===== src/rtl/bram_pkg.sv =====
// shared map and types for the block RAM pipeline; only the 64 KB window at address 0 is backed
package bram_pkg;

   // requester tag, with one extra id bit above it for IO traffic
   localparam int TAG_WIDTH = 5;
   localparam int ID_IO_BIT = TAG_WIDTH;        // set for IO-sourced requests

   localparam int ADDR_WIDTH      = 32;
   localparam int LINE_DATA_WIDTH = 128;
   localparam int LINE_STRB_WIDTH = LINE_DATA_WIDTH / 8;

   // block RAM geometry
   localparam int BRAM_ADDR_WIDTH = 16;         // 64 KB
   localparam int LINE_OFFSET     = $clog2(LINE_STRB_WIDTH);
   localparam int BRAM_LINES      = (2 ** BRAM_ADDR_WIDTH) / LINE_STRB_WIDTH;
   localparam int LINE_IDX_WIDTH  = $clog2(BRAM_LINES);

   typedef logic [ID_IO_BIT:0]           id_t;
   typedef logic [ADDR_WIDTH-1:0]        addr_t;
   typedef logic [LINE_DATA_WIDTH-1:0]   line_data_t;
   typedef logic [LINE_STRB_WIDTH-1:0]   line_strb_t;
   typedef logic [LINE_IDX_WIDTH-1:0]    line_idx_t;

   // block RAM window, mask bits are don't-care in the compare
   localparam addr_t BRAM_BASE = 32'h0000_0000;
   localparam addr_t BRAM_MASK = 32'h0000_ffff;

   // request as it arrives at the top
   typedef struct packed {
      logic       we;
      id_t        id;
      addr_t      addr;
      line_data_t wdata;
      line_strb_t strb;
   } mem_req_t;

   // request after the window decode
   typedef struct packed {
      logic       valid;
      logic       hit;          // inside the block RAM window
      logic       we;
      id_t        id;
      line_idx_t  line;
      line_data_t wdata;
      line_strb_t strb;
   } decoded_req_t;

   // response leaving the last stage
   typedef struct packed {
      logic       we;
      id_t        id;
      logic       err;          // address outside the window
      line_data_t rdata;
   } mem_resp_t;

   // address agrees with base on every bit that the mask leaves out
   function automatic logic addr_in_window(
      input addr_t addr,
      input addr_t base,
      input addr_t mask
   );
      addr_t diff;
      diff = (addr ^ base) & ~mask;
      return (diff == '0);
   endfunction

   // line index sits just above the byte offset
   function automatic line_idx_t addr_to_line(input addr_t addr);
      return addr[BRAM_ADDR_WIDTH-1:LINE_OFFSET];
   endfunction

endpackage


===== src/rtl/mem_region_decode.sv =====
// first stage; a new request may come every cycle and any address outside 0x0000_0000 to 0x0000_ffff is flagged as a miss
`timescale 1ns/1ps

module mem_region_decode (
   input  logic                  mig_clk,
   input  logic                  rst_n_i,
   input  logic                  req_valid_i,
   input  bram_pkg::mem_req_t    req_i,
   output bram_pkg::decoded_req_t dec_o
);

   import bram_pkg::*;

   logic      hit_d;
   line_idx_t line_d;
   logic      valid_q;
   logic      hit_q;
   logic      we_q;
   id_t       id_q;
   line_idx_t line_q;
   line_data_t wdata_q;
   line_strb_t strb_q;

   // window compare on the incoming address
   always_comb begin
      hit_d  = addr_in_window(req_i.addr, BRAM_BASE, BRAM_MASK);
      line_d = addr_to_line(req_i.addr);
   end

   always_ff @(posedge mig_clk or negedge rst_n_i) begin
      if (!rst_n_i) begin
         valid_q <= 1'b0;
      end else begin
         valid_q <= req_valid_i;
      end
   end

   // payload only follows a valid strobe
   always_ff @(posedge mig_clk) begin
      if (req_valid_i) begin
         hit_q   <= hit_d;
         we_q    <= req_i.we;
         id_q    <= req_i.id;
         line_q  <= line_d;
         wdata_q <= req_i.wdata;
         strb_q  <= req_i.strb;
      end
   end

   always_comb begin
      dec_o.valid = valid_q;
      dec_o.hit   = hit_q;
      dec_o.we    = we_q;
      dec_o.id    = id_q;
      dec_o.line  = line_q;
      dec_o.wdata = wdata_q;
      dec_o.strb  = strb_q;
   end

endmodule


===== config.mk =====
export PLATFORM = sky130hd
export DESIGN_NAME = mem_region_decode
export DESIGN_NICKNAME = d
export VERILOG_FILES = /design/src/rtl/bram_pkg.sv /design/src/rtl/mem_region_decode.sv
export SDC_FILE = /design/constraint.sdc
export NUM_CORES = 1
export LEC_CHECK = 0
export BUFFER_PORTS_ARGS = -buffer_cell sky130_fd_sc_hd__buf_4
export CORE_AREA = 10 10 128 130
export DETAILED_ROUTE_END_ITERATION = 8
export DIE_AREA = 0 0 138 140
export HOLD_SLACK_MARGIN = 0.02
export PLACE_DENSITY = 0.72
export SETUP_SLACK_MARGIN = 0.3
export SYNTH_ARGS = -nofsm -noshare
export SYNTH_HDL_FRONTEND = slang
export SYNTH_SLANG_ARGS = --single-unit

===== constraint.sdc =====
create_clock -name mig_clk -period 0.9 [get_ports mig_clk]
set_input_delay 0.225 -clock mig_clk [delete_from_list [all_inputs] [get_ports mig_clk]]
set_output_delay 0.225 -clock mig_clk [all_outputs]
set_load 0.02 [all_outputs]

# Yosys cells after proc, flatten, opt, wreduce, memory -nomap -nowiden
# Index checks and enable logic that the tools add are counted.
[word_totals] latch_bits=0 elab_cells=8 mem_bits_rw=0 mem_bits_ro=0 input_bits=186 memories=0 register_bits=165
[op_classes] div_mod_pow=0 n_mul=0 bitwise_logic=0 n_mux=0 n_reduce_logical=1 order_cmp=0 addsub=0 shift=0 n_eq_ne=0
[ops] operator="$logic_not 32->1" n=1

# Longest topological paths before layout
[depth] depth_word=1 mapped_depth=2 depth_no_buf=2

# Worst setup path before layout
# OpenSTA, ideal clock, no wires.
[synth_timing] path_type="input to register" start="in req_i[166] (netlist name)" end="reg hit_q, data pin" cell_stages=2 arrival_time_ns=0.638 t_required_ns=0.766 path_slack_ns=0.128 path_cell_list="nor4_1 > and4_1"
[synth_between] elab_chain_cells=1
[synth_rtl] item="from (decl)" line_no="mem_region_decode.sv:8" rtl="input bram_pkg::mem_req_t req_i,"
[synth_rtl] item="$logic_not 32->1" line_no="bram_pkg.sv:64" rtl="return (diff == '0);"
[synth_rtl] item="via hit_d" line_no="mem_region_decode.sv:14" rtl="logic hit_d;"
[synth_rtl] item="to (signal assigned)" line_no="mem_region_decode.sv:41" rtl="hit_q <= hit_d;"
[synth_rtl] item="to (decl)" line_no="mem_region_decode.sv:17" rtl="logic hit_q;"
# The timed path passes the listed nets, and every way through them passes these cells.
# A chain may end at the register's enable or synchronous reset.

# Worst setup path in the final report
[layout_timing] start="reg strb_q[6]" end="out dec_o[6] (netlist name)"
[layout_lines] item="from (decl)" line_no="mem_region_decode.sv:22" rtl="line_strb_t strb_q;"
[layout_lines] item="from (signal assigned)" line_no="mem_region_decode.sv:46" rtl="strb_q <= req_i.strb;"
[layout_lines] item="to (decl)" line_no="mem_region_decode.sv:9" rtl="output bram_pkg::decoded_req_t dec_o"
# No word-level cell between the ends.

==> results.txt <==
Outcome - finished, violations left
Post-route clock period utilization - 134%
CP peak stage delay - 0.42 ns
GPL Wtd Cong - 0.844
Seq pwr share - 48.1%
Clock Sink Count - 165
First-pass GRT wire length - 23800 um
Power, Total - 19.6 mW
Clock Power Share - 37.1%
Worst setup path class - flip-flop to output pin
Net Count, Synth - 359
Die ar. - 19300 um^2
Worst Path Max Fanout - 1
DRT iter0 DRCs - 177
Critical path arrival - 0.98 ns
Synth top area share - 98.4%
Max cap viols - 0
Slew HR - 84.4%
# setup viols final - 165
Critical path buffers and inverters - 1
Core area - 13800 um^2
Sw Ratio - 22.9%
DRC viols - 0
Gr usage total - 16.5%
Final Critical Period - 1.21 ns
Cell Area, Synth - 5010 um^2
Critical path, cell by cell - buf_6
RSZ-0062 raised after global routing - yes
Internal power - 15.1 mW
Grt ovf - 0
Final Max Slew Viols - 0
Worst path top cell family by delay - flip-flops
Clock Path Buffers - 2
Yosys reg bits - 165
Worst slew pin tran - 0.232 ns
Ports - 351
Vias in the first global route - 3694
Post-synth top area cell - edfxtp_1
Crit path max-delay cell type - edfxtp_1
P&R area growth vs syn - 82.9%
Via count - 3208
DRT antenna net count - 0
Synthesized instance count - 173
Mapped Avg Cell Area - 28.9 um^2
Largest vdd supply drop - 1.54 mV
WL/cell - 22.2 um
Worst-path clk slew - 0.06 ns
Share of post-route cells with drive strength above 1 - 69.1%
Fmax achieved - 0.826 GHz
Initial antenna violation count - 0
Number of vias per cell - 4.34
DR pass1 iterations - 4
NumNets Final - 732
Die width - 138 um
Post-route setup slack - -0.310 ns
Root Buffer - clkbuf_16
Largest net degree at the start of global routing - 41
Initial core utilization - 36.3%
Critical Path RT - 0.67 ns
N_diodes - 0
Setup TNS - -43.66 ns
Worst setup SP type - flip-flop
Failing checks - negative hold slack, negative setup slack
Seq/Total Area, Yosys - 98.9%
Port buffer count - 346
Synth unique cells - 5
Post-Route WL - 16400 um
Top cells by area, synth - edfxtp_1, dfrtp_1, nor4_1
Hold_ws - -0.0145 ns
Gate power share - 14.8%
LEAKAGE - 3.84 nW
Die height - 140 um
Hold Path Class - input port to flip-flop
P_sw - 4.49 mW
Row cnt - 43
Hold buffer count at cts - 1
TritonCTS clock tree - yes
Pwr/cell area - 2140 nW/um^2
Yosys synthesis warning count - 0
Number of buffers created by CTS - 17
DPL Wire Length - 13200 um
Post-CTS setup buffers - 0
Crit. End Element - output pin
Final hold violation count - 150
H-tree lvl count - 4
==> cells by family after synthesis <==
logic type | count (synthesis) | share of synthesized area (%)
AND/OR/NAND/NOR | 5 | 0.675
buffers and inverters | 3 | 0.450
flip-flops | 165 | 98.9
==> cells in the mapped netlist <==
library cell	number
edfxtp_1	164
nor4_1	4
buf_4	3
and4_1	1
dfrtp_1	1
==> worst paths after layout <==
kind	start	to	slack, ns	depth (start not counted)
max	strb_q[6]	dec_o[6]	-0.31	1
max in group asynchronous	rst_n_i	valid_q	0.70	2
min	req_i[102]	wdata_q[86]	-0.01	1
min in group asynchronous	rst_n_i	valid_q	0.13	2
==> routing by layer <==
metal | routed length (um) | GRT usage [%] | vias up
met5 | 0 | 0 | -
met4 | 273 | 5.72 | 0
met3 | 2040 | 9.57 | 21
met2 | 8750 | 29.1 | 234
met1 | 5360 | 15.8 | 1498
li1 | - | - | 1455
==> power groups by stage <==
stage          combinational [mW]  clock, mW  sequential, mW
3_3_place_gp                 2.58          0            9.44
5_1_grt                      3.04       7.81            9.48
3_5_place_dp                 2.60          0            9.46
6_report                     2.90       7.27            9.42
2_1_floorplan              0.0268          0            10.2
4_1_cts                      2.95       7.41            9.43
==> final cells by class <==
class / count / area [um^2]
Clock buffer: 17 / 425
Timing Repair Buffer: 357 / 3340
Multi-Input combinational cell: 5 / 33.8
Tap cell: 180 / 225
Clock inverter: 15 / 179
Sequential cell: 165 / 4950
Fill cell: 913 / 4620
==> through the flow <==
stage / std cells / util, % / setup WS, ns / hold WS (ns) / cell area, um^2
global route: 739 / 66.5 / -0.348 / -0.0381 / 9160
detailed placement: 706 / 57.5 / -0.0881 / 0.00142 / 7920
finish: 739 / 66.5 / -0.310 / -0.0145 / 9160
floorplan: 173 / - / 0.128 / -0.0706 / 5010
global placement: 706 / 57.5 / -0.0785 / 0.00113 / 7920
CTS: 739 / 66.5 / -0.339 / -0.0362 / 9150
==> what timing repair did <==
action                                  CTS  global route
hold endpoints to repair                164           163
resized for setup                       164             1
endpoints found under the setup margin  165           165
==> placed cells by master, fill, tap and decap left out <==
master / n
and4_1: 1
bufinv_16: 3
dfrtp_1: 1
clkinv_4: 1
buf_4: 187
edfxtp_1: 164
dlygate4sd3_1: 1
clkinv_1: 2
inv_6: 3
clkbuf_16: 17
clkinvlp_4: 4
clkinv_2: 1
buf_12: 3
buf_6: 166
nor4_1: 4
inv_8: 1
==> sequential cells by signal (all words and copies together), names as in the netlist <==
register / cells
valid_q: 1
strb_q: 16
hit_q: 1
line_q: 12
we_q: 1
wdata_q: 128
id_q: 6
No activity file was read; power rests on OpenSTA's default activity.
