--- src/rtl/bram_pkg.sv ---
// shared map and types for the block RAM pipeline; only the 64 KB window at address 0 is backed
package bram_pkg;

   // requester tag, with one extra id bit above it for IO traffic
   localparam int TAG_WIDTH = 5;
   localparam int ID_IO_BIT = TAG_WIDTH;        // set for IO-sourced requests

   localparam int ADDR_WIDTH      = 32;
   localparam int LINE_DATA_WIDTH = 128;
   localparam int LINE_STRB_WIDTH = LINE_DATA_WIDTH / 8;

   // block RAM geometry
   localparam int BRAM_ADDR_WIDTH = 16;         // 64 KB
   localparam int LINE_OFFSET     = $clog2(LINE_STRB_WIDTH);
   localparam int BRAM_LINES      = (2 ** BRAM_ADDR_WIDTH) / LINE_STRB_WIDTH;
   localparam int LINE_IDX_WIDTH  = $clog2(BRAM_LINES);

   typedef logic [ID_IO_BIT:0]           id_t;
   typedef logic [ADDR_WIDTH-1:0]        addr_t;
   typedef logic [LINE_DATA_WIDTH-1:0]   line_data_t;
   typedef logic [LINE_STRB_WIDTH-1:0]   line_strb_t;
   typedef logic [LINE_IDX_WIDTH-1:0]    line_idx_t;

   // block RAM window, mask bits are don't-care in the compare
   localparam addr_t BRAM_BASE = 32'h0000_0000;
   localparam addr_t BRAM_MASK = 32'h0000_ffff;

   // request as it arrives at the top
   typedef struct packed {
      logic       we;
      id_t        id;
      addr_t      addr;
      line_data_t wdata;
      line_strb_t strb;
   } mem_req_t;

   // request after the window decode
   typedef struct packed {
      logic       valid;
      logic       hit;          // inside the block RAM window
      logic       we;
      id_t        id;
      line_idx_t  line;
      line_data_t wdata;
      line_strb_t strb;
   } decoded_req_t;

   // response leaving the last stage
   typedef struct packed {
      logic       we;
      id_t        id;
      logic       err;          // address outside the window
      line_data_t rdata;
   } mem_resp_t;

   // address agrees with base on every bit that the mask leaves out
   function automatic logic addr_in_window(
      input addr_t addr,
      input addr_t base,
      input addr_t mask
   );
      addr_t diff;
      diff = (addr ^ base) & ~mask;
      return (diff == '0);
   endfunction

   // line index sits just above the byte offset
   function automatic line_idx_t addr_to_line(input addr_t addr);
      return addr[BRAM_ADDR_WIDTH-1:LINE_OFFSET];
   endfunction

endpackage

--- src/rtl/mem_resp_stage.sv ---
// last stage; writes and misses return zero data and a miss sets err with no other side effect
`timescale 1ns/1ps

module mem_resp_stage (
   input  logic                   mig_clk,
   input  logic                   rst_n_i,
   input  bram_pkg::decoded_req_t stage_i,
   input  bram_pkg::line_data_t   rd_data_i,
   output logic                   resp_valid_o,
   output bram_pkg::mem_resp_t    resp_o
);

   import bram_pkg::*;

   mem_resp_t resp_d;
   mem_resp_t resp_q;
   logic      valid_q;
   logic      hit_read;

   assign hit_read = stage_i.hit && !stage_i.we;

   always_comb begin
      resp_d.we    = stage_i.we;
      resp_d.id    = stage_i.id;       // io bit included
      resp_d.err   = !stage_i.hit;
      resp_d.rdata = hit_read ? rd_data_i : '0;
   end

   always_ff @(posedge mig_clk or negedge rst_n_i) begin
      if (!rst_n_i) begin
         valid_q <= 1'b0;
      end else begin
         valid_q <= stage_i.valid;
      end
   end

   // response payload
   always_ff @(posedge mig_clk) begin
      if (stage_i.valid) begin
         resp_q <= resp_d;
      end
   end

   assign resp_valid_o = valid_q;
   assign resp_o       = resp_q;

endmodule

--- config.mk ---
export PLATFORM = sky130hd
export DESIGN_NAME = mem_resp_stage
export DESIGN_NICKNAME = d
export VERILOG_FILES = /design/src/rtl/bram_pkg.sv /design/src/rtl/mem_resp_stage.sv
export SDC_FILE = /design/constraint.sdc
export NUM_CORES = 1
export LEC_CHECK = 0
export BUFFER_PORTS_ARGS = -buffer_cell sky130_fd_sc_hd__buf_2
export CAP_MARGIN = 25
export CORE_AREA = 2 2 167 169
export CTS_BUF_LIST = sky130_fd_sc_hd__clkbuf_4 sky130_fd_sc_hd__clkbuf_8
export CTS_CLUSTER_DIAMETER = 200
export CTS_CLUSTER_SIZE = 14
export DETAILED_ROUTE_END_ITERATION = 10
export DIE_AREA = 0 0 169 171
export PLACE_DENSITY_LB_ADDON = 0.12
export SLEW_MARGIN = 20
export SYNTH_ARGS = -nofsm -noshare
export SYNTH_HDL_FRONTEND = slang
export SYNTH_SLANG_ARGS = --single-unit
--- constraint.sdc ---
create_clock -name mig_clk -period 0.8 [get_ports mig_clk]
set_clock_uncertainty 0.15 [all_clocks]
set_input_delay 0.08 -clock mig_clk [delete_from_list [all_inputs] [get_ports mig_clk]]
set_output_delay 0.08 -clock mig_clk [all_outputs]
set_load 0.01 [all_outputs]
== After elaboration in Yosys (flattened, before gate mapping) ==
Cells that the tools add are included.

* Reductions and logical operators: 3

{| class="wikitable"
|+ Operators with widths
! operator !! number
|-
| zero test 1 bit || 2
|-
| logical AND 1 bit || 1
|}

* Flip-flop bits (word level): 137
* Input port bits: 295

== Depth between registers and ports, before layout ==
Gate-level depths: netlist (run 1).

* Depth in word-level cells: 2
* Mapped depth: 3

== Least setup slack after synthesis (run 1) ==
No wires, ideal clock.

* Path kind: input port to flip-flop
* Start: input port stage_i[162] (netlist name)
* End: register resp_q (netlist bit resp_o[4]), data pin
* Library setup time: 255 ps
* Arrival time: 535 ps
* Setup slack: -140 ps
* Cell stages on the path: 3
* Cell sequence: buf_2 buf_2 and3b_1

* Word-level cells in the longest chain between the ends: 2

{| class="wikitable"
|+ RTL lines
! what !! RTL line !! text
|-
| from (decl) || mem_resp_stage.sv:7 || <nowiki>input bram_pkg::decoded_req_t stage_i,</nowiki>
|-
| zero test 1 bit || mem_resp_stage.sv:20 || <nowiki>assign hit_read = stage_i.hit && !stage_i.we;</nowiki>
|-
| logical AND 1 bit || mem_resp_stage.sv:20 ||
|-
| to (signal assigned) || mem_resp_stage.sv:40 || <nowiki>resp_q <= resp_d;</nowiki>
|-
| to (decl) || mem_resp_stage.sv:16 || <nowiki>mem_resp_t resp_q;</nowiki>
|}

Every way passes these cells.
A chain may end at the register's enable or synchronous reset.

== Worst setup path after layout (run 1) ==
* Start: register resp_q (netlist bit resp_o[118])
* End: output port resp_o[118] (netlist name)

{| class="wikitable"
|+ RTL lines
! what !! RTL line !! text
|-
| to (decl) || mem_resp_stage.sv:10 || <nowiki>output bram_pkg::mem_resp_t resp_o</nowiki>
|}

No word-level cell between the ends.

==> key figures, run 1 <==
Floorplan
  • Num rows: 61
  • Die area: 28900 µm²
  • Initial Util: 0.199
  • Die Ht: 171 µm
  • Placeable Area: 27300 µm²
  • IO Pins: between 400 and 500
  • Die Wd: 169 µm

GRT
  • Largest net degree at the start of global routing: between 50 and 60
  • Initial antenna violation count: 0
  • Remaining Overflow, GRT: 0
  • Total GRT Usage: 0.105
  • Vias in the first global route: 4325
  • Global-route wire length before repair: 23.1 mm

Timing
  • Crit share post-route: 1.53
  • Fin. max-slew vios: 0
  • Final min period: approximately 1.2 ns
  • Slew HR: 0.854
  • Unrepaired setup endpoints after global routing: yes
  • Final hold viol count: 32
  • Worst setup margin: -0.421 ns
  • Post-Route Setup TNS: -52.44 ns
  • Highest Clock Rate: ~800 MHz
  • Worst Tran Pin Value: 0.218 ns
  • Fin Hold WS: -0.172 ns
  • Setup Viol. Count Final: 159

Worst setup path
  • Worst Setup Start Kind: flip-flop
  • Worst Path Class, Setup: flip-flop to output pin
  • Top Family by Delay on Critical Path: flip-flops
  • Critical-path cell list: buf_2
  • Crit path capture type: output pin
  • Worst Path Buf+Inv: 1
  • Biggest cell delay along the critical path: 0.40 ns
  • Slowest CP cell: edfxtp_1
  • Arrival @ worst endpoint: between 0.9 and 1 ns
  • Worst-path fanout max: 1
  • Data required, critical path: approximately 0.57 ns

Routing
  • Routed length per instance: 15.3 µm
  • First DRT Iteration DRCs: 158
  • Remaining DRCs: 0
  • Drt total wl: 15.5 mm
  • DRT Pass-1 Iters: 4
  • Final ANT Viol Nets: 0
  • Via count: 3879
  • Vias per cell: 3.83

Power and ir drop
  • P_leak: 0.00435 µW
  • Pwr Total: 16300 µW
  • Cell Pwr Density: ~1800 nW/µm²
  • VDD IR max: 0.618 mV

Placed design
  • Hpwl dp: 10.8 mm
  • GP Congestion: roughly 0.73
  • Worst Setup Slack post-DPL: -0.279 ns
  • PortBufs: 275
  • Placed cells: 906

Finish
  • Synth-to-layout area growth: 62.3%
  • Fin util: 0.324
  • Non-filler cells, final: around 1000
  • Share of layout cells above drive strength 1: 0.405
  • Fillcell total: 2755
  • Fin nets: 949
  • ANT cells: 0

Synth
  • Distinct cells, synth: 8
  • Yosys warning total: 0
  • Syn Area/Cell: 18.5 µm²
  • Post-Syn Area: 5450 µm²
  • #FFs+latches synth: 137
  • Sequential share of the synthesized area: 0.754
  • Share of the synthesized area in the top cell type: 0.750
  • Cells after Synth: 294
  • Post-synth net total: 589
  • Synth top area cells: edfxtp_1 (75%), and3b_1 (21%), buf_6 (2.3%)
  • Post-synth top area cell: edfxtp_1

Clock tree
  • Root Buffer: clkbuf_8
  • H-tree lvl count: 4
  • Sink Count: ~140
  • Clk pin slew, worst setup/hold paths: about 0.08 ns
  • Clock tree buffer depth: 2
  • Setup Buffers After CTS: 0
  • Cts hold-fix bufs: between 100 and 150
  • CTS buffer count: 17
  • TritonCTS clock tree: done

Status
  • Violated checks: negative hold slack, negative setup slack
  • Status: complete, but fails checks

Job
  • Max Cap Viol: 0

Hold path
  • HP Class: primary input to flip-flop
-- cells by family after synthesis --
kind of cell | share of synthesized area
buffers and inverters | 0.0397
flip-flops | 0.754
AND/OR/NAND/NOR | 0.206
-- repair_timing --
| item | CTS | global route |
|---|---|---|
| pin swaps | 0 | 1 |
| gates resized for setup | 2 | 52 |
| hold endpoints to repair | 274 | 102 |
| setup endpoints to repair | 137 | 239 |
-- synth_stat cells --
master,n
buf_6,11
and3b_1,128
edfxtp_1,136
buf_2,14
buf_4,2
clkbuf_1,1
dfrtp_1,1
inv_1,1
-- flip-flops by register name, indices dropped and copies added, names as in the netlist --
register and count:
resp_valid_o 1, resp_o 136
-- routing by layer --
| metal | GRT usage | wire length [µm] | vias up |
|---|---|---|---|
| met5 | 0 | 0 | - |
| met4 | 0.0312 | 131 | 0 |
| met3 | 0.0444 | 1320 | 7 |
| met2 | 0.175 | 7410 | 160 |
| met1 | 0.122 | 6590 | 1856 |
| li1 | - | - | 1856 |
-- report_power, final --
part,leakage (µW),switching [µW],internal (µW)
combinational,0.00286,1010,1250
sequential,0.00131,134,8440
clock,0.000176,2940,2560
-- cells in the final DEF, fill, tap and decap left out, drive strengths merged --
master | netlist | final
bufinv | 0 | 1
clkinv | 0 | 3
clkinvlp | 0 | 5
and3b | 128 | 128
clkbuf | 1 | 19
dlymetal6s4s | 0 | 45
dlygate4sd3 | 0 | 86
buf | 27 | 238
edfxtp | 136 | 136
inv | 1 | 5
dfrtp | 1 | 1
-- stage by stage --
step | area (µm²) | hold slack (ns)
2_1_floorplan | 5570 | -0.366
3_3_place_gp | 7300 | -0.296
3_5_place_dp | 7300 | -0.295
4_1_cts | 8990 | -0.216
5_1_grt | 8840 | -0.201
6_report | 8840 | -0.172
-- layout make-up --
cell class	count	area, µm²	share of cell area
flip-flops and latches	137	4110	0.465
well taps	346	433	0.0490
clock inverters	13	121	0.0137
inverters	1	3.75	0.000425
multi-input cells	128	1120	0.127
clock buffers	19	249	0.0282
repair buffers	369	2810	0.317
-- path summary, 6_finish.rpt --
| path | startpoint | end | cells after the start |
|---|---|---|---|
| worst max-delay path | resp_o[118]$_SDFFCE_PN0P_ | resp_o[118] | 1 |
| min in group asynchronous | rst_n_i | resp_valid_o$_DFF_PN0_ | 3 |
| worst min-delay path | rd_data_i[96] | resp_o[96]$_SDFFCE_PN0P_ | 2 |
| max in group asynchronous | rst_n_i | resp_valid_o$_DFF_PN0_ | 3 |
Note: power is estimated with default switching activity, not from simulation.
==> run 2, diff against run 1 <==
Settings changed: GPL_TIMING_DRIVEN set to 0.
==> run 2 against run 1 <==
  * The run still ends with negative hold slack, negative setup slack left
  * Hold slack about the same
  * Routed wire length up 4.5%
  * Worst setup slack better by 0.0048 ns
  * Global-route usage increased by 0.69 points
==> key figures, run 2 (synthesis gave the netlist of run 1 again) <==
Status
  • Status: complete, but fails checks (unchanged)
  • Violated checks: negative hold slack, negative setup slack (unchanged)

Power and ir drop
  • VDD IR max: 0.915 mV (was 0.618 mV)
  • P_leak: 0.00448 µW (was 0.00435 µW)
  • Cell Pwr Density: 1830 nW/µm² (was 1850 nW/µm²)

GRT
  • Global-route wire length before repair: 24.4 mm (was 23.1 mm)
  • Largest net degree at the start of global routing: 59 (was 54)
  • Initial antenna violation count: 0 (unchanged)
  • Vias in the first global route: 4560 (was 4325)
  • Total GRT Usage: 0.111 (was 0.105)
  • Remaining Overflow, GRT: 0 (unchanged)

Timing
  • Slew HR: 0.759 (was 0.854)
  • Crit share post-route: 1.52 (was 1.53)
  • Fin Hold WS: -0.173 ns (was -0.172 ns)
  • Setup Viol. Count Final: 177 (was 159)
  • Post-Route Setup TNS: -52.84 ns (was -52.44 ns)
  • Worst Tran Pin Value: 0.361 ns (was 0.218 ns)
  • Fin. max-slew vios: 0 (unchanged)
  • Highest Clock Rate: 822 MHz (was 819 MHz)
  • Final hold viol count: 91 (was 32)
  • Final min period: 1.22 ns (about the same)
  • Unrepaired setup endpoints after global routing: yes (unchanged)
  • Worst setup margin: -0.416 ns (was -0.421 ns)

Clock tree
  • Sink Count: 137 (unchanged)
  • Cts hold-fix bufs: 132 (unchanged)
  • TritonCTS clock tree: done (unchanged)
  • Root Buffer: clkbuf_8 (unchanged)
  • Setup Buffers After CTS: 0 (unchanged)
  • Clock tree buffer depth: 2 (unchanged)
  • CTS buffer count: 17 (unchanged)
  • Clk pin slew, worst setup/hold paths: 0.10 ns (was 0.08 ns)
  • H-tree lvl count: 4 (unchanged)

Worst setup path
  • Worst Setup Start Kind: flip-flop (unchanged)
  • Worst Path Buf+Inv: 1 (unchanged)
  • Slowest CP cell: edfxtp_1 (unchanged)
  • Crit path capture type: output pin (unchanged)
  • Biggest cell delay along the critical path: 0.39 ns (was 0.40 ns)
  • Worst Path Class, Setup: flip-flop to output pin (unchanged)
  • Critical-path cell list: buf_2 (unchanged)
  • Worst-path fanout max: 1 (unchanged)
  • Data required, critical path: 0.57 ns (about the same)
  • Arrival @ worst endpoint: 0.99 ns (about the same)
  • Top Family by Delay on Critical Path: flip-flops (unchanged)

Finish
  • Fin util: 0.332 (was 0.324)
  • Max reg flops: 136 (unchanged)
  • Share of layout cells above drive strength 1: 0.426 (was 0.405)
  • Post-route cell area: 9060 µm² (was 8840 µm²)
  • Fin nets: 977 (was 949)
  • Most frequent cells in the layout: buf_2 (233), edfxtp_1 (136), and3b_1 (128) (was buf_2 (211), edfxtp_1 (136), and3b_1 (128))
  • ANT cells: 0 (unchanged)
  • Leading cell type in the layout, fill and taps excluded: buf_2 (unchanged)
  • Synth-to-layout area growth: 66.3% (was 62.3%)

Routing
  • Via count: 4031 (was 3879)
  • Routed length per instance: 15.5 µm (was 15.3 µm)
  • Remaining DRCs: 0 (unchanged)
  • Final ANT Viol Nets: 0 (unchanged)
  • First DRT Iteration DRCs: 138 (was 158)
  • Vias per cell: 3.87 (was 3.83)
  • Drt total wl: 16.2 mm (was 15.5 mm)
  • DRT Pass-1 Iters: 4 (unchanged)

Placed design
  • GP Congestion: 0.687 (was 0.730)
  • PortBufs: 274 (was 275)
  • Hpwl dp: 11.2 mm (was 10.8 mm)
  • Area of placed instances: 7410 µm² (was 7300 µm²)

Job
  • Max Cap Viol: 0 (unchanged)

Floorplan
  • Initial Util: 0.199 (unchanged)
  • Placeable Area: 27300 µm² (unchanged)
  • Num rows: 61 (unchanged)
  • Die Wd: 169 µm (unchanged)
  • IO Pins: 432 (unchanged)
  • Die area: 28900 µm² (unchanged)
  • Die Ht: 171 µm (unchanged)

Hold path
  • HP Class: primary input to flip-flop (unchanged)
==> run 2: cell count changes in the layout (fill, tap and decap cells not counted), sizes merged <==
| cell | before | now |
|---|---|---|
| dlymetal6s4s | 45 | 44 |
| clkinvlp | 5 | 2 |
| clkinv | 3 | 7 |
| inv | 5 | 6 |
| clkbuf | 19 | 18 |
| buf | 238 | 266 |
==> run 2: worst paths after layout <==
| check | startpoint | to | cells after the start |
|---|---|---|---|
| max in group asynchronous | rst_n_i | resp_valid_o$_DFF_PN0_ | 3 |
| min in group asynchronous | rst_n_i | resp_valid_o$_DFF_PN0_ | 3 |
| worst max-delay path | resp_o[109]$_SDFFCE_PN0P_ | resp_o[109] | 1 |
| worst min-delay path | rd_data_i[96] | resp_o[96]$_SDFFCE_PN0P_ | 2 |
==> run 2: power breakdown <==
group          switching [µW]  leakage, µW  total, µW  internal (µW)
Sequential                126      0.00131       8560           8440
Combinational            1050      0.00299       2380           1330
Clock                    3100     0.000183       5610           2510
Total                    4270      0.00448      16500          12300
==> run 2: per-layer routing <==
metal  global-route usage  wire length (µm)  vias to the layer above
li1                     -                 -                     1916
met2                0.183              7670                      173
met1                0.132              6880                     1931
met4               0.0338               202                        0
met5                    0                 0                        -
met3               0.0483              1400                       11
==> run 2: stage by stage <==
step	cells	worst slack, ns	power [µW]
after floorplan	294	-0.0823	9500
after global placement	914	-2.20	10600
after detailed placement	915	-0.649	10700
after CTS	1080	-0.480	16900
after global routing	1041	-0.496	17400
final	1041	-0.416	16500
==> run 2: what timing repair did <==
action	CTS	global route
hold endpoints to repair	193	106
resized for setup	2	49
cloned	1	0
pin swaps	0	3
setup endpoints to repair	217	222
==> run 2: layout make-up <==
class	instances	area, µm²
multi-input combinational	128	1120
inverter	1	3.75
clock buffer	17	234
fill	2739	18300
clock inverter	15	140
buffer	28	333
tap	346	433
timing repair buffer	369	2690
sequential	137	4110
==> run 3, diff against run 2 <==
Clock period 0.8 ns to 1.5 ns, I/O delays scaled along.
==> run 3 against run 2 <==
  * The run ends with negative hold slack left
  * Non-clock buffer count rose by 53
  * Global-route usage barely moved
  * Sequential power fell by 47%
  * Critical path depth rose by 3
  * Critical path type is now primary input to flip-flop
  * Critical endpoint is now resp_o[4]$_SDFFCE_PN0P_
  * Largest cell class unchanged
==> key figures, run 3 (synthesis gave the netlist of run 1 again) <==
Status
  • Status: complete, but fails checks (unchanged)
  • Violated checks: negative hold slack (was negative hold slack, negative setup slack)

Power and ir drop
  • Cell Pwr Density: 971 nW/µm² (was 1830 nW/µm²)
  • Pwr Total: 8880 µW (was 16500 µW)
  • P_leak: 0.00426 µW (was 0.00448 µW)
  • VDD IR max: 0.359 mV (was 0.915 mV)

GRT
  • Met2 global-route usage: 0.186 (was 0.183)
  • Remaining Overflow, GRT: 0 (unchanged)
  • Vias in the first global route: 4573 (was 4560)
  • Largest net degree at the start of global routing: 92 (was 59)
  • Initial antenna violation count: 0 (unchanged)
  • Met3 Usage GRT: 0.0421 (was 0.0483)
  • Total GRT Usage: 0.112 (was 0.111)
  • Global-route wire length before repair: 24.4 mm (about the same)
  • M1 GR Usage: 0.132 (about the same)
  • GR peak layer: met2 (unchanged)

Clock tree
  • Root Buffer: clkbuf_8 (unchanged)
  • Clock tree buffer depth: 2 (unchanged)
  • Clk pin slew, worst setup/hold paths: 0.09 ns (was 0.10 ns)
  • H-tree lvl count: 4 (unchanged)
  • TritonCTS clock tree: done (unchanged)
  • CTS buffer count: 17 (unchanged)
  • Cts hold-fix bufs: 147 (was 132)
  • Sink Count: 137 (unchanged)

Timing
  • Post-Route Setup TNS: 0 ns (was -52.84 ns)
  • Highest Clock Rate: 682 MHz
  • Slew HR: 0.668 (was 0.759)
  • Crit share post-route: 0.977
  • Unrepaired setup endpoints after global routing: no (was yes)
  • Final min period: approximately 1.5 ns
  • Setup Viol. Count Final: 0 (was 177)
  • Final hold viol count: 21 (was 91)
  • Worst Tran Pin Value: 0.498 ns (was 0.361 ns)
  • Fin. max-slew vios: 0 (unchanged)
  • Fin Hold WS: -0.118 ns (was -0.173 ns)

Finish
  • Leading cell type in the layout, fill and taps excluded: buf_2 (unchanged)
  • Share of layout cells above drive strength 1: 0.445 (was 0.426)
  • Max reg flops: 136 (unchanged)
  • Most frequent cells in the layout: buf_2 (286), dlygate4sd3_1 (147), edfxtp_1 (136) (was buf_2 (233), edfxtp_1 (136), and3b_1 (128))
  • Fin nets: 1030 (was 977)
  • ANT cells: 0 (unchanged)
  • Synth-to-layout area growth: 67.8% (was 66.3%)

Floorplan
  • Die Wd: 169 µm (unchanged)
  • Placeable Area: 27300 µm² (unchanged)
  • Num rows: 61 (unchanged)
  • Die area: 28900 µm² (unchanged)
  • Die Ht: 171 µm (unchanged)
  • IO Pins: 432 (unchanged)
  • Initial Util: 0.199 (unchanged)

Worst setup path
  • Data required, critical path: 1.55 ns (was 0.57 ns)
  • Cell count along the critical path: 4 (was 1)
  • Biggest cell delay along the critical path: 0.55 ns (was 0.39 ns)
  • Crit path capture type: flip-flop (was output pin)
  • Worst Path Class, Setup: primary input to flip-flop (was flip-flop to output pin)
  • Slowest CP cell: dlygate4sd3_1 (was edfxtp_1)
  • Worst Setup Start Kind: primary input (was flip-flop)
  • Crit path top cell by count: dlygate4sd3_1
  • Critical-path cell list: dlygate4sd3_1, buf_2, and3b_1, dlygate4sd3_1 (was buf_2)
  • Arrival @ worst endpoint: 1.51 ns (was 0.99 ns)
  • Top Family by Delay on Critical Path: buffers and inverters (was flip-flops)
  • Worst-path fanout max: 1 (unchanged)
  • Worst Path Buf+Inv: 3 (was 1)

Job
  • Max Cap Viol: 0 (unchanged)

Routing
  • Drt total wl: 16.4 mm (was 16.2 mm)
  • Routed length per instance: 15.0 µm (was 15.5 µm)
  • Vias per cell: 3.83 (was 3.87)
  • Via count: 4186 (was 4031)
  • Final ANT Viol Nets: 0 (unchanged)
  • Remaining DRCs: 0 (unchanged)
  • DRT Pass-1 Iters: 4 (unchanged)
  • First DRT Iteration DRCs: 127 (was 138)

Placed design
  • GP Congestion: 0.716 (was 0.687)
  • PortBufs: 274 (unchanged)
  • Hpwl dp: 11.2 mm (about the same)

Hold path
  • HP Class: primary input to flip-flop (unchanged)
  • Hold path depth: 1 (was 2)
[run 3: cell count changes in the layout (fill, tap and decap cells not counted), moves of 2 or more]
cell / delta
clkinvlp_4: +2
buf_12: -3
inv_6: -2
buf_2: +53
clkinv_4: -2
buf_6: -15
buf_4: +2
inv_8: +2
dlymetal6s4s_1: -44
dlygate4sd3_1: +61
[run 3: final timing paths]
kind                               from                 endpoint
max in group asynchronous       rst_n_i   resp_valid_o$_DFF_PN0_
min in group asynchronous       rst_n_i   resp_valid_o$_DFF_PN0_
setup / recovery           rd_data_i[4]  resp_o[4]$_SDFFCE_PN0P_
hold / removal             stage_i[164]   resp_valid_o$_DFF_PN0_
[run 3: timing repair]
item | 4_1_cts | 5_1_grt
buffers inserted | 0 | 0
gates resized for setup | 0 | 1
hold endpoints to repair | 183 | 46
endpoints found under the setup margin | 0 | 1
[run 3: layer usage]
layer	vias to the layer above	part of all wire
met1	1990	0.42
met5	-	0
li1	2021	-
met3	10	0.084
met4	0	0.013
met2	165	0.48
[run 3: where the power goes]
part | switching (µW) | internal [µW]
clock | 1700 | 1350
combinational | 569 | 697
sequential | 65.4 | 4500
total | 2340 | 6540
[run 3: through the flow]
stage | hold slack [ns] | cells | util | area [µm²] | setup slack, ns
2_1_floorplan | -0.296 | 294 | - | 5450 | 0.490
3_3_place_gp | -0.225 | 914 | 0.265 | 7250 | -1.60
3_5_place_dp | -0.224 | 915 | 0.267 | 7290 | -0.0243
4_1_cts | -0.180 | 1094 | 0.334 | 9140 | 0.0115
5_1_grt | -0.158 | 1094 | 0.335 | 9140 | 0.0207
6_report | -0.118 | 1094 | 0.335 | 9140 | 0.0344
[run 3: layout make-up]
class	count	area (µm²)
timing repair buffer	422	2880
clock inverter	15	144
buffer	28	215
fill	2742	18200
clock buffer	17	234
multi-input combinational	128	1120
inverter	1	3.75
tap	346	433
sequential	137	4110
